===== src/common/pov_pkg.sv =====
package pov_pkg;

    // Display geometry, scaled down from the full wheel
    // LEDs stacked in one driver column
    localparam int leds_per_driver = 8;
    // Facing driver pairs side by side in one row
    localparam int pairs_per_row = 3;
    localparam int driver_rows = 2;
    // Both halves of every facing pair are counted here
    localparam int num_drivers = 2 * pairs_per_row * driver_rows;
    // Columns that each driver multiplexes over one slice
    localparam int mux_columns = 4;
    // Slices held in RAM before the fill pointer wraps
    localparam int slices_in_ram = 4;

    // Pixels needed for one column across all driver pairs
    localparam int buff_size = driver_rows * leds_per_driver * pairs_per_row;
    // Words in one slice of the image
    localparam int image_size = buff_size * mux_columns;
    localparam int ram_words = image_size * slices_in_ram;
    localparam int ram_addr_w = $clog2(ram_words);

    // Nine planes per column, the first five carry colour and the rest are dark
    localparam int poker_planes = 9;
    localparam int color_planes = 5;

    // RGB565 pixel as the host stores it
    typedef struct packed {
        logic [4:0] red;
        logic [5:0] green;
        logic [4:0] blue;
    } pixel_t;

    // Host request on the Wishbone classic port
    typedef struct packed {
        logic cyc;
        logic stb;
        logic we;
        logic [ram_addr_w-1:0] adr;
        pixel_t dat;
    } wb_req_t;

    // Slave response, read data is valid together with ack
    typedef struct packed {
        logic ack;
        pixel_t dat;
    } wb_rsp_t;

    // One bit per colour channel for a single LED in the current plane
    typedef struct packed {
        logic red;
        logic green;
        logic blue;
    } led_bits_t;

    // One plane for every LED of every driver, 288 bits in total
    typedef led_bits_t [num_drivers-1:0][leds_per_driver-1:0] driver_plane_t;

    // Column sequencer states
    typedef enum logic [1:0] {
        seq_idle,
        seq_prime,
        seq_show,
        seq_wait_fill
    } seq_state_t;

endpackage


===== src/framebuffer/column_sequencer.sv =====
`timescale 1ns/1ps

module column_sequencer (
    input  logic clk,
    input  logic nrst,

    input  logic stream_enable,
    // A plane is taken only while the driver is ready
    input  logic driver_ready,
    input  logic fill_done,

    output logic swap,
    output logic rewind,
    output logic [3:0] plane_num,
    output logic plane_valid
);

    pov_pkg::seq_state_t state;

    logic accept;
    logic fill_ready;

    // The buffers flip at the end of a swap cycle, so no plane goes out then
    assign plane_valid = (state == pov_pkg::seq_show) && !swap;
    assign accept = plane_valid && driver_ready;

    // fill_done still shows the previous fill during the swap cycle itself
    assign fill_ready = fill_done && !swap;

    always_ff @(posedge clk or negedge nrst) begin
        if (!nrst) begin
            state <= pov_pkg::seq_idle;
            swap <= 1'b0;
            rewind <= 1'b0;
            plane_num <= 4'(pov_pkg::poker_planes - 1);
        end else begin
            swap <= 1'b0;
            rewind <= 1'b0;
            if (!stream_enable) begin
                // Stopping the stream restarts the image at slice 0, column 0
                if (state != pov_pkg::seq_idle) begin
                    rewind <= 1'b1;
                end
                state <= pov_pkg::seq_idle;
                plane_num <= 4'(pov_pkg::poker_planes - 1);
            end else begin
                case (state)
                    pov_pkg::seq_idle: begin
                        // First swap only starts the fill of column 0
                        swap <= 1'b1;
                        state <= pov_pkg::seq_prime;
                    end
                    pov_pkg::seq_prime: begin
                        if (fill_ready) begin
                            swap <= 1'b1;
                            state <= pov_pkg::seq_show;
                            plane_num <= 4'(pov_pkg::poker_planes - 1);
                        end
                    end
                    pov_pkg::seq_show: begin
                        if (accept) begin
                            if (plane_num != 4'd0) begin
                                plane_num <= plane_num - 4'd1;
                            end else if (fill_ready) begin
                                // The next column is ready so the stream goes straight on
                                swap <= 1'b1;
                                plane_num <= 4'(pov_pkg::poker_planes - 1);
                            end else begin
                                state <= pov_pkg::seq_wait_fill;
                            end
                        end
                    end
                    pov_pkg::seq_wait_fill: begin
                        if (fill_ready) begin
                            swap <= 1'b1;
                            state <= pov_pkg::seq_show;
                            plane_num <= 4'(pov_pkg::poker_planes - 1);
                        end
                    end
                    default: begin
                        state <= pov_pkg::seq_idle;
                    end
                endcase
            end
        end
    end

endmodule


===== config.mk =====
export PLATFORM = sky130hd
export DESIGN_NAME = column_sequencer
export DESIGN_NICKNAME = d
export VERILOG_FILES = /design/src/common/pov_pkg.sv /design/src/framebuffer/column_sequencer.sv
export SDC_FILE = /design/constraint.sdc
export NUM_CORES = 1
export LEC_CHECK = 0
export BUFFER_PORTS_ARGS = -buffer_cell sky130_fd_sc_hd__buf_4
export CORE_AREA = 2 2 39 41
export DETAILED_ROUTE_END_ITERATION = 16
export DIE_AREA = 0 0 41 43
export PLACE_DENSITY_LB_ADDON = 0.15
export REMOVE_ABC_BUFFERS = 1
export SYNTH_ARGS = -nofsm -noshare
export SYNTH_HDL_FRONTEND = slang
export SYNTH_SLANG_ARGS = --single-unit

===== constraint.sdc =====
create_clock -name clk -period 2.3 [get_ports clk]
set_clock_uncertainty 0.15 [all_clocks]
set_input_delay 0.46 -clock clk [delete_from_list [all_inputs] [get_ports clk]]
set_output_delay 0.46 -clock clk [all_outputs]
set_load 0.01 [all_outputs]

Word-level counts from Yosys, hierarchy flattened
Index checks and enable logic that the tools add are counted.

Register bits: 8. Input port bits: 5. Output and inout bits: 7. Logic and storage cells: 41.

Add/sub/neg operators: 1. Eq/ne operators: 8. Multiplexer cells: 18. Reductions and logical operators: 10.

Operators with widths (count): $mux W4 (4); $mux W2 (5); $ne A3 B3 Y1 const B (3); $pmux W4 S2 (1); $mux W1 (6); $ne A3 B2 Y1 const B (2); $pmux W2 S3 (1); $eq A2 B2 Y1 const B (2); $reduce_and A4 Y1 (1); $reduce_bool A4 Y1 (1); $sub A4 B1 Y4 const B (1); $logic_and A1 B1 Y1 (3); $pmux W1 S3 (1); $eq A2 B1 Y1 const B (1); $logic_not A2 Y1 (1); $reduce_and A2 Y1 (1); $reduce_bool A2 Y1 (1); $reduce_or A2 Y1 (1); $logic_not A1 Y1 (1).

Longest topological paths before layout
Gate-level depths: netlist of run 1.

Depth after elaboration: 7. Gate-level depth with buffers: 5. Gate-level depth less buffers: 5.

Worst setup path after synthesis of run 1
No wires, ideal clock.

Kind: reg-to-reg. Start: register plane_num[0]. End: register plane_num[1]. Library setup time: 0.080 ns. Data arrival time: 1.461 ns. Required time: 2.070 ns. Slack: 0.608 ns. Cell stages (with the launch flop): 6. Path buffers: 0. Clock period less this slack: 1.692 ns. Path through: dfrtp_1 -> inv_1 -> ha_1 -> nor3b_2 -> or4b_1 -> o211ai_2.

Cells in the longest elaborated chain, start to end: 5. Elaborated cells between the ends (all ways): 6. Those cells by class: add/sub (1); mux (4); reduce/logical (1).

RTL lines: from (decl) (RTL line column_sequencer.sv:14) `output logic [3:0] plane_num,`; from (signal assigned) (RTL line column_sequencer.sv:35) `plane_num <= 4'(pov_pkg::poker_planes - 1);`; from (signal assigned) (RTL line column_sequencer.sv:45) `plane_num <= 4'(pov_pkg::poker_planes - 1);`; from (signal assigned) (RTL line column_sequencer.sv:57) `plane_num <= 4'(pov_pkg::poker_planes - 1);`; $sub A4 B1 Y4 / $reduce_bool A4 Y1 (equally long branches) (RTL line column_sequencer.sv:63, column_sequencer.sv:62); $mux W4 (*) (RTL line column_sequencer.sv:62) `if (plane_num != 4'd0) begin`; $mux W4 (*) (RTL line column_sequencer.sv:61) `if (accept) begin`; $pmux W4 S2 (*) (RTL line column_sequencer.sv:47) `case (state)`; $mux W4 (*) (RTL line column_sequencer.sv:39) `if (!stream_enable) begin`.

Mark *: on every way between the ends. The rest lies on a longest branch, timed or not. The select of a mux whose other input is x is not followed. A chain may end at the register's enable or synchronous reset.

Worst setup path in the final report of run 1
Start: register state[0]. End: output plane_valid.

Cells in the longest elaborated chain, start to end: 2.

RTL lines: from (decl) (RTL line column_sequencer.sv:18) `pov_pkg::seq_state_t state;`; from (signal assigned) (RTL line column_sequencer.sv:32) `state <= pov_pkg::seq_idle;`; from (signal assigned) (RTL line column_sequencer.sv:44) `state <= pov_pkg::seq_idle;`; from (signal assigned) (RTL line column_sequencer.sv:51) `state <= pov_pkg::seq_prime;`; $eq A2 B2 Y1 (RTL line column_sequencer.sv:24) `assign plane_valid = (state == pov_pkg::seq_show) && !swap;`; $logic_and A1 B1 Y1 (RTL line column_sequencer.sv:24); to (decl) (RTL line column_sequencer.sv:15) `output logic plane_valid`.

Every way passes these cells.

==> results of run 1 <==
stage by stage:
stage | instance area, sq um | total power, mW
after floorplan | 471.7 | 0.2184
after global placement | 574.3 | 0.2597
after detailed placement | 574.3 | 0.2577
after CTS | 610.6 | 0.3835
after global routing | 610.6 | 0.4031
final | 610.6 | 0.3750
cells by family (layout without fill, tap and decap cells):
| kind of cell | after synthesis | after routing | share of synthesized area, % |
|---|---|---|---|
| compound gates | 12 | 12 | 19.54 |
| fa+ha+maj | 2 | 2 | 5.141 |
| buf+inv | 5 | 18 | 4.629 |
| flops | 8 | 8 | 41.39 |
| simple gates | 23 | 23 | 29.31 |
worst max path at each step:
stage | startpoint | end | slack [ns] | cells after the start
after floorplan | plane_num[0] | plane_num[1] | 0.61 | 5
after global placement | plane_num[0] | plane_num[0] | 0.56 | 5
after detailed placement | plane_num[0] | plane_num[1] | 0.58 | 5
after CTS | state[0] | plane_valid | 0.43 | 3
after global routing | state[0] | plane_valid | 0.33 | 3
final | state[0] | plane_valid | 0.44 | 3
layer usage:
layer	up-vias	GRT usage, %
li1	210	-
met1	197	21.59
met2	11	18.44
met3	4	1.571
met4	0	12.00
met5	-	0
synthesized netlist by cell type:
library cell and number:
a211oi_1 2, a31oi_1 1, a41o_1 1, and2b_1 1, and3b_1 1, and4bb_1 1
buf_4 1, clkbuf_1 2, dfrtp_1 7, dfstp_2 1, ha_1 2, inv_1 2
nand2_1 4, nand2b_1 2, nor2_1 5, nor2b_1 1, nor3_1 2, nor3b_1 1
nor3b_2 1, nor4b_1 1, o211a_1 1, o211ai_2 1, o21a_1 1, o21ai_0 3
o311a_1 1, o31a_1 1, or3_1 2, or4b_1 1
worst register-to-register path, delay by kind of cell, from the launching register on:
family / cells / cell delay (ns)
buffers and inverters: 1 / 0.10
flip-flops: 1 / 0.41
AND/OR/NAND/NOR: 2 / 0.72
AO/OA/AOI/OAI: 1 / 0.07
adder cells (fa/ha/maj): 1 / 0.21
sequential cells by signal, indices dropped and copies added (netlist names):
signal	cells
swap	1
state	2
rewind	1
plane_num	4
where the power goes:
part           total (mW)  switching (mW)  leakage (nW)  internal, mW
sequential          0.170          0.0162         0.104         0.154
clock               0.119          0.0523        0.0150        0.0667
combinational      0.0857          0.0428         0.179        0.0429
layout make-up:
cell class	count	area, sq um	area share [%]
Clock buffer	4	26.28	4.303
Tap cell	16	20.02	3.279
Sequential cell	8	201.4	32.99
Multi-Input combinational cell	37	262.8	43.03
Inverter	2	7.507	1.230
Timing Repair Buffer	12	92.59	15.16
==> flow_summary_export.csv, run 1 <==
group,metric,value,unit
outcome,status,"finished clean",
logic_synthesis,synth_top_area_share,35.99,%
timing,timing.final.crit_share,80.90,%
cells_and_area,final_cell_mix,"11 x buf_4, 7 x dfrtp_1, 5 x nor2_1, 4 x nand2_1",
worst_setup_path,cpMaxStageDelayCell,"dfrtp_1",
worst_setup_path,critPathCaptureType,"primary output",
logic_synthesis,ys.warnings.count,0,
logic_synthesis,synthCells,50,
cells_and_area,final_nets,71,
logic_synthesis,synthesis.area_per_instance,9.734,sq um
cts,cts.repair.resized,0,
timing,hold_viol,0,
cells_and_area,fillers,142,
min_path,whs_path_depth,2,
worst_setup_path,critPathBufInv,1,
placed_design,hpwl,728.2,um
die,die_w,41,um
worst_setup_path,cp_max_fo,11,
timing,rsz0062_at_grt,"false",
timing,fmax,537.5,MHz
global_route,grt_pass1_vias,382,
cells_and_area,antenna_cells,0,
logic_synthesis,synth-seq-cells,8,
cells_and_area,finalNonFillerCells,79,
power,irDropWorstVdd,0.3510,mV
power,power.leakage,0.2981,nW
route,wl_met2,417,um
route,wl_per_cell,12.28,um
min_path,hp-start,"stream_enable",
cts,clkTransAtPathRegs,0.06,ns
route,wl_met1,476,um
global_route,grt_max_degree,12,
worst_setup_path,critPathTopFamily,"flip-flops",
cts,clock_path_buffers,2,
timing,final-setup-viol-count,0,
worst_setup_path,reg2reg_to,"plane_num[1]",
route,drtAntennaViolNets,0,
timing,fin_ws,0.4394,ns
cells_and_area,area_growth,25.45,%
worst_setup_path,critical_path.max_stage_delay,0.47,ns
cts,postCtsSetupBuffers,0,
worst_setup_path,cp.arrival,1.25,ns
worst_setup_path,path_class,"reg -> out",
logic_synthesis,ys_seq_area_share,41.39,%
timing,slew_headroom,74.52,%
placed_design,dp.cells,74,
die,die_h,43,um
timing,slew_violations,0,
timing,period_minus_slack,1.861,ns
timing,tns,0,ns
route,drc,0,
route,vias,422,
die,ios,12,
route,via_per_inst,5.342,
cells_and_area,final_util,44.12,%
route,first_iter_violations,7,
die,start_util,35.17,%
worst_setup_path,regToRegStartpoint,"plane_num[0]",
global_route,grt_use_total,14.71,%
cells_and_area,drive_gt1_share,26.98,%
die,core-area,1384,sq um
cts,cts_max_level,1,
route,highest_layer,"met4",
cells_and_area,final_common_cell,"buf_4",
global_route,grt_pass1_wl,1.704,mm
route,drtPass1Iterations,3,
power,p_per_area,614.2,nW/um^2
placed_design,pre_cts_ws,0.5768,ns
route,drt-total-wl,970,um
placed_design,gp_congestion,0.6960,
route,wl_met3,48,um
worst_setup_path,start_kind,"flop",
worst_setup_path,required,1.69,ns
worst_setup_path,crit_chain,"nor2_1 > nor3_1 > buf_4",
min_path,min_path_type,"in -> reg",
min_path,min_to,"rewind",
cts,cts_tree,"built",
cts,cts_buffers,3,
timing,worstMarginPinSlew,0.3805,ns
die,row_count,14,
logic_synthesis,ys_top_cells_by_area,"dfrtp_1 36%, dfstp_2 5.4%, ha_1 5.1%, nor2_1 3.9%, o21ai_0 3.1%",
logic_synthesis,synth_top_area_cell,"dfrtp_1",
job,maxCapViolCount,0,
global_route,antenna_found_initial,0,
worst_setup_path,reg2reg_setup_slack,0.58,ns
logic_synthesis,synth_cell_type_count,28,
timing,holdWs,0.2972,ns
cts,hold_buffers,1,
global_route,globalRoute.totalOverflow,0,
cts,worstSkewPairLatency,0.26,ns
die,dieArea,1763,sq um
placed_design,port_buffers,11,
worst_setup_path,worstRegToRegCells,5,
cts,clock-sinks,8,
logic_synthesis,synth_area,486.7,sq um
cts,clockRootBuffer,"clkbuf_4",
Power figures use the tool's default switching activity.
==> inputs of run 2 (changes only) <==
==> constraint.sdc (replaced) <==
create_clock -name clk -period 1.7 [get_ports clk]
set_clock_uncertainty 0.15 [all_clocks]
set_input_delay 0.34 -clock clk [delete_from_list [all_inputs] [get_ports clk]]
set_output_delay 0.34 -clock clk [all_outputs]
set_load 0.01 [all_outputs]
==> run 2 against run 1 <==
Via count grew 5.2%. Hold slack worse by 0.11 ns. Design area grew 11%.
==> flow_summary_export.csv, run 2 (synthesized netlist as in run 1, its figures left out) <==
group,metric,value,unit
timing,final-setup-viol-count,0,
power,p_per_area,793.7,nW/um^2
cells_and_area,multi_input_area,290.3,sq um
timing,rsz0062_at_grt,"true",
die,die_w,41,um
die,core-area,1384,sq um
global_route,grt_use_total,17.46,%
global_route,grt_max_degree,12,
cts,clockRootBuffer,"clkbuf_4",
cells_and_area,reg_top3,"plane_num (4), state (2)",
min_path,min_path_type,"in -> reg",
job,maxCapViolCount,0,
cells_and_area,final_cell_mix,"16 x buf_4, 7 x dfrtp_1, 4 x nor2_1, 4 x nand2_1",
cts,cts_tree,"built",
global_route,use_met2,25.62,%
worst_setup_path,critPathCaptureType,"primary output",
power,power.leakage,0.3254,nW
timing,holdWs,0.1912,ns
cells_and_area,drive_gt1_share,41.18,%
timing,timing.final.crit_share,96.85,%
route,drc,0,
cts,clock-sinks,8,
global_route,globalRoute.totalOverflow,0,
cells_and_area,final_nets,76,
route,drtAntennaViolNets,0,
global_route,grt_use_met3,3.141,%
timing,fmax,607.4,MHz
timing,slew_headroom,75.67,%
cells_and_area,fin_area,675.6,sq um
die,die_h,43,um
cells_and_area,area_growth,38.82,%
worst_setup_path,required,1.21,ns
cells_and_area,largest_register_ffs,4,
global_route,grt_use_met1,24.00,%
cts,worstSkewPairLatency,0.25,ns
worst_setup_path,cp.arrival,1.16,ns
cells_and_area,seqCellArea,201.4,sq um
route,drtPass1Iterations,4,
timing,hold_viol,0,
timing,period_minus_slack,1.646,ns
worst_setup_path,cp_max_fo,8,
cells_and_area,final_common_cell,"buf_4",
cts,cts_buffers,3,
global_route,grt_pass1_wl,2.042,mm
worst_setup_path,path_class,"reg -> out",
timing,slew_violations,0,
cells_and_area,largest-register,"plane_num",
worst_setup_path,start_kind,"flop",
die,start_util,35.17,%
cells_and_area,fillers,140,
placed_design,hpwl,852.9,um
outcome,status,"finished clean",
cts,clock_path_buffers,2,
route,first_iter_violations,9,
global_route,grt_pass1_vias,442,
die,ios,12,
cells_and_area,antenna_cells,0,
global_route,top_usage_layer,"met2",
die,row_count,14,
die,dieArea,1763,sq um
route,vias,444,
global_route,antenna_found_initial,0,
placed_design,port_buffers,11,
placed_design,gp_congestion,0.7305,
cts,cts_max_level,1,
route,wl_per_cell,14.00,um
power,irDropWorstVdd,0.4451,mV
cts,clkTransAtPathRegs,0.06,ns
route,via_per_inst,5.286,
route,drt-total-wl,1.176,mm
timing,worstMarginPinSlew,0.3598,ns
placed_design,dpl-instance-area,604.3,sq um
[run 2: changes by cell type in the layout (fill, tap and decap cells not counted), sizes merged]
| cell | before | now |
|---|---|---|
| buf | 11 | 16 |
[run 2: layer usage]
metal	vias to the layer above	part of all wire (%)
met3	2	4.6
met4	0	0.85
met1	214	45
li1	219	-
met2	9	49
met5	-	0
[run 2: what timing repair did]
action | 4_1_cts | 5_1_grt
resized for setup | 0 | 7
endpoints found under the hold margin | 8 | 0
setup endpoints to repair | 0 | 6
hold buffers | 1 | 0
buffers inserted | 0 | 1
[run 2: area by class of cell]
class / instances / area share (%)
multi-input combinational: 37 / 42.96
sequential: 8 / 29.81
inverter: 2 / 1.111
tap: 16 / 2.963
timing repair buffer: 17 / 19.26
clock buffer: 4 / 3.889
[run 2: report_power, final]
part	switching [mW]	internal, mW	leakage [nW]
clock	0.0659	0.0899	0.0150
sequential	0.0149	0.209	0.104
combinational	0.0789	0.0780	0.206
[run 2: final timing paths]
kind                            depth (start not counted)           from            to  slack (ns)
worst max-delay path                                    3       state[0]   plane_valid        0.05
worst min-delay path                                    2  stream_enable        rewind        0.19
worst max register to register                          5   plane_num[1]  plane_num[1]        0.08
worst min register to register                          1       state[1]      state[1]        0.39
max in group asynchronous                               2           nrst  plane_num[3]        0.90
min in group asynchronous                               2           nrst          swap        0.29
[run 2: through the flow]
stage | cells | power (mW) | utilization [%] | TNS (ns) | worst slack, ns
final | 84 | 0.5363 | 48.82 | 0 | 0.05353
after global routing | 84 | 0.5750 | 48.82 | -0.01286 | -0.01286
after CTS | 83 | 0.5314 | 46.29 | 0 | 0.02886
after floorplan | 47 | 0.2955 | - | 0 | 0.008542
after detailed placement | 78 | 0.3688 | 43.67 | 0 | 0.04678
after global placement | 78 | 0.3682 | 43.67 | 0 | 0.08621
[run 2: worst max-delay path: stages (launching register included)]
cell and delay, ns:
dfrtp_1 0.41, buf_4 0.18, nor3_2 0.18, buf_4 0.14
==> inputs of run 3 (changes only) <==
==> constraint.sdc (replaced) <==
create_clock -name clk -period 2.1 [get_ports clk]
set_clock_uncertainty 0.15 [all_clocks]
set_input_delay 0.42 -clock clk [delete_from_list [all_inputs] [get_ports clk]]
set_output_delay 0.42 -clock clk [all_outputs]
set_load 0.01 [all_outputs]
==> run 3 against run 2 <==
First-iteration DRC count down 56%. Via count is 4.3% lower. Non-clock buffer count decreased by 4. Largest cell class unchanged. Highest routed layer unchanged.
==> flow_summary_export.csv, run 3 (synthesized netlist as in run 1, its figures left out) <==
group,metric,value,unit
cells_and_area,finalNonFillerCells,80,
route,drtAntennaViolNets,0,
timing,worstMarginPinSlew,0.4016,ns
cells_and_area,seqCellArea,201.4,sq um
cts,clockRootBuffer,"clkbuf_4",
timing,timing.final.crit_share,82.55,%
route,wl_per_cell,12.48,um
cells_and_area,fillers,150,
placed_design,dp.cells,75,
die,core-area,1384,sq um
cts,clkTransAtPathRegs,0.06,ns
power,power.leakage,0.3031,nW
route,drtPass1Iterations,4,
cts,clock-sinks,8,
min_path,min_path_type,"in -> reg",
cells_and_area,multi_input_area,262.8,sq um
outcome,status,"finished clean",
route,first_iter_violations,4,
worst_setup_path,cp.arrival,1.71,ns
worst_setup_path,path_class,"reg -> reg",
cts,cts_buffers,3,
worst_setup_path,required,2.08,ns
cts,worstSkewPairLatency,0.25,ns
cells_and_area,final_common_cell,"buf_4",
global_route,antenna_found_initial,0,
global_route,globalRoute.totalOverflow,0,
timing,tns,0,ns
cells_and_area,final_nets,72,
cts,clock_path_buffers,2,
timing,period_minus_slack,1.733,ns
cells_and_area,largest_register_ffs,4,
cells_and_area,antenna_cells,0,
placed_design,dpl-instance-area,581.8,sq um
worst_setup_path,critPathCaptureType,"flop",
die,die_h,43,um
cts,cts.repair.resized,0,
placed_design,hpwl,766.6,um
cells_and_area,drive_gt1_share,28.13,%
placed_design,port_buffers,11,
global_route,grt_max_degree,12,
route,drt-total-wl,998,um
timing,hold_viol,0,
die,die_w,41,um
cells_and_area,reg_top3,"plane_num (4), state (2)",
worst_setup_path,start_kind,"flop",
timing,fmax,576.9,MHz
power,irDropWorstVdd,0.4269,mV
global_route,grt_pass1_wl,1.676,mm
cells_and_area,largest-register,"plane_num",
die,start_util,35.17,%
timing,final-setup-viol-count,0,
cells_and_area,fin_area,618.1,sq um
die,dieArea,1763,sq um
power,p_per_area,665.5,nW/um^2
placed_design,gp_congestion,0.7348,
timing,slew_headroom,73.11,%
route,via_per_inst,5.313,
job,maxCapViolCount,0,
route,vias,425,
global_route,grt_use_total,14.24,%
worst_setup_path,cp_max_fo,7,
global_route,grt_pass1_vias,382,
die,ios,12,
timing,rsz0062_at_grt,"false",
cells_and_area,final_cell_mix,"12 x buf_4, 7 x dfrtp_1, 5 x nor2_1, 4 x nand2_1",
route,drc,0,
die,row_count,14,
cts,cts_tree,"built",
timing,slew_violations,0,
cts,cts_max_level,1,
cells_and_area,area_growth,26.99,%
-- run 3: worst max-delay path, cell delays in order, from the launching register on --
cell and delay, ns:
dfrtp_1 0.41, inv_1 0.11, ha_1 0.17, nor3b_2 0.37
nor3b_1 0.10, o31a_1 0.30
-- run 3: cell type report --
type	instances	area share [%]
Tap cell	16	3.239
Inverter	2	1.215
Timing Repair Buffer	13	16.19
Sequential cell	8	32.59
Multi-Input combinational cell	37	42.51
Clock buffer	4	4.251
-- run 3: per-layer routing --
layer  track usage, %  wire length (um)  share of wire [%]
met1            19.80               478                 48
met2            19.69               457                 46
met3            3.141                49                4.9
met4            8.000                12                1.2
met5                0                 0                  0
-- run 3: timing repair --
item,CTS,global route
hold buffers,1,0
buffers inserted,0,0
endpoints found under the setup margin,0,0
endpoints found under the hold margin,7,0
-- run 3: final timing paths --
kind                                from      endpoint  slack, ns  cells after the start
max                         plane_num[0]  plane_num[0]       0.37                      5
min                        stream_enable        rewind       0.26                      2
max reg2reg                 plane_num[0]  plane_num[0]       0.37                      5
min reg2reg                 plane_num[3]  plane_num[3]       0.37                      2
max in group asynchronous           nrst  plane_num[3]       1.21                      2
min in group asynchronous           nrst        rewind       0.37                      2
-- run 3: power breakdown --
part           switching, mW  total (mW)  internal, mW
clock                 0.0516       0.124        0.0726
combinational         0.0542       0.105        0.0513
sequential            0.0126       0.182         0.169
total                  0.118       0.411         0.293
-- run 3: stage by stage --
| step | util [%] | hold slack (ns) | power (mW) | worst slack [ns] |
|---|---|---|---|---|
| after global placement | 42.04 | 0.09746 | 0.2901 | 0.4226 |
| after global routing | 44.67 | 0.2661 | 0.4425 | 0.2731 |
| after CTS | 44.67 | 0.2579 | 0.4200 | 0.3654 |
| final | 44.67 | 0.2640 | 0.4113 | 0.3665 |
| after detailed placement | 42.04 | 0.09560 | 0.2883 | 0.3907 |
| after floorplan | - | -0.02559 | 0.2392 | 0.4085 |
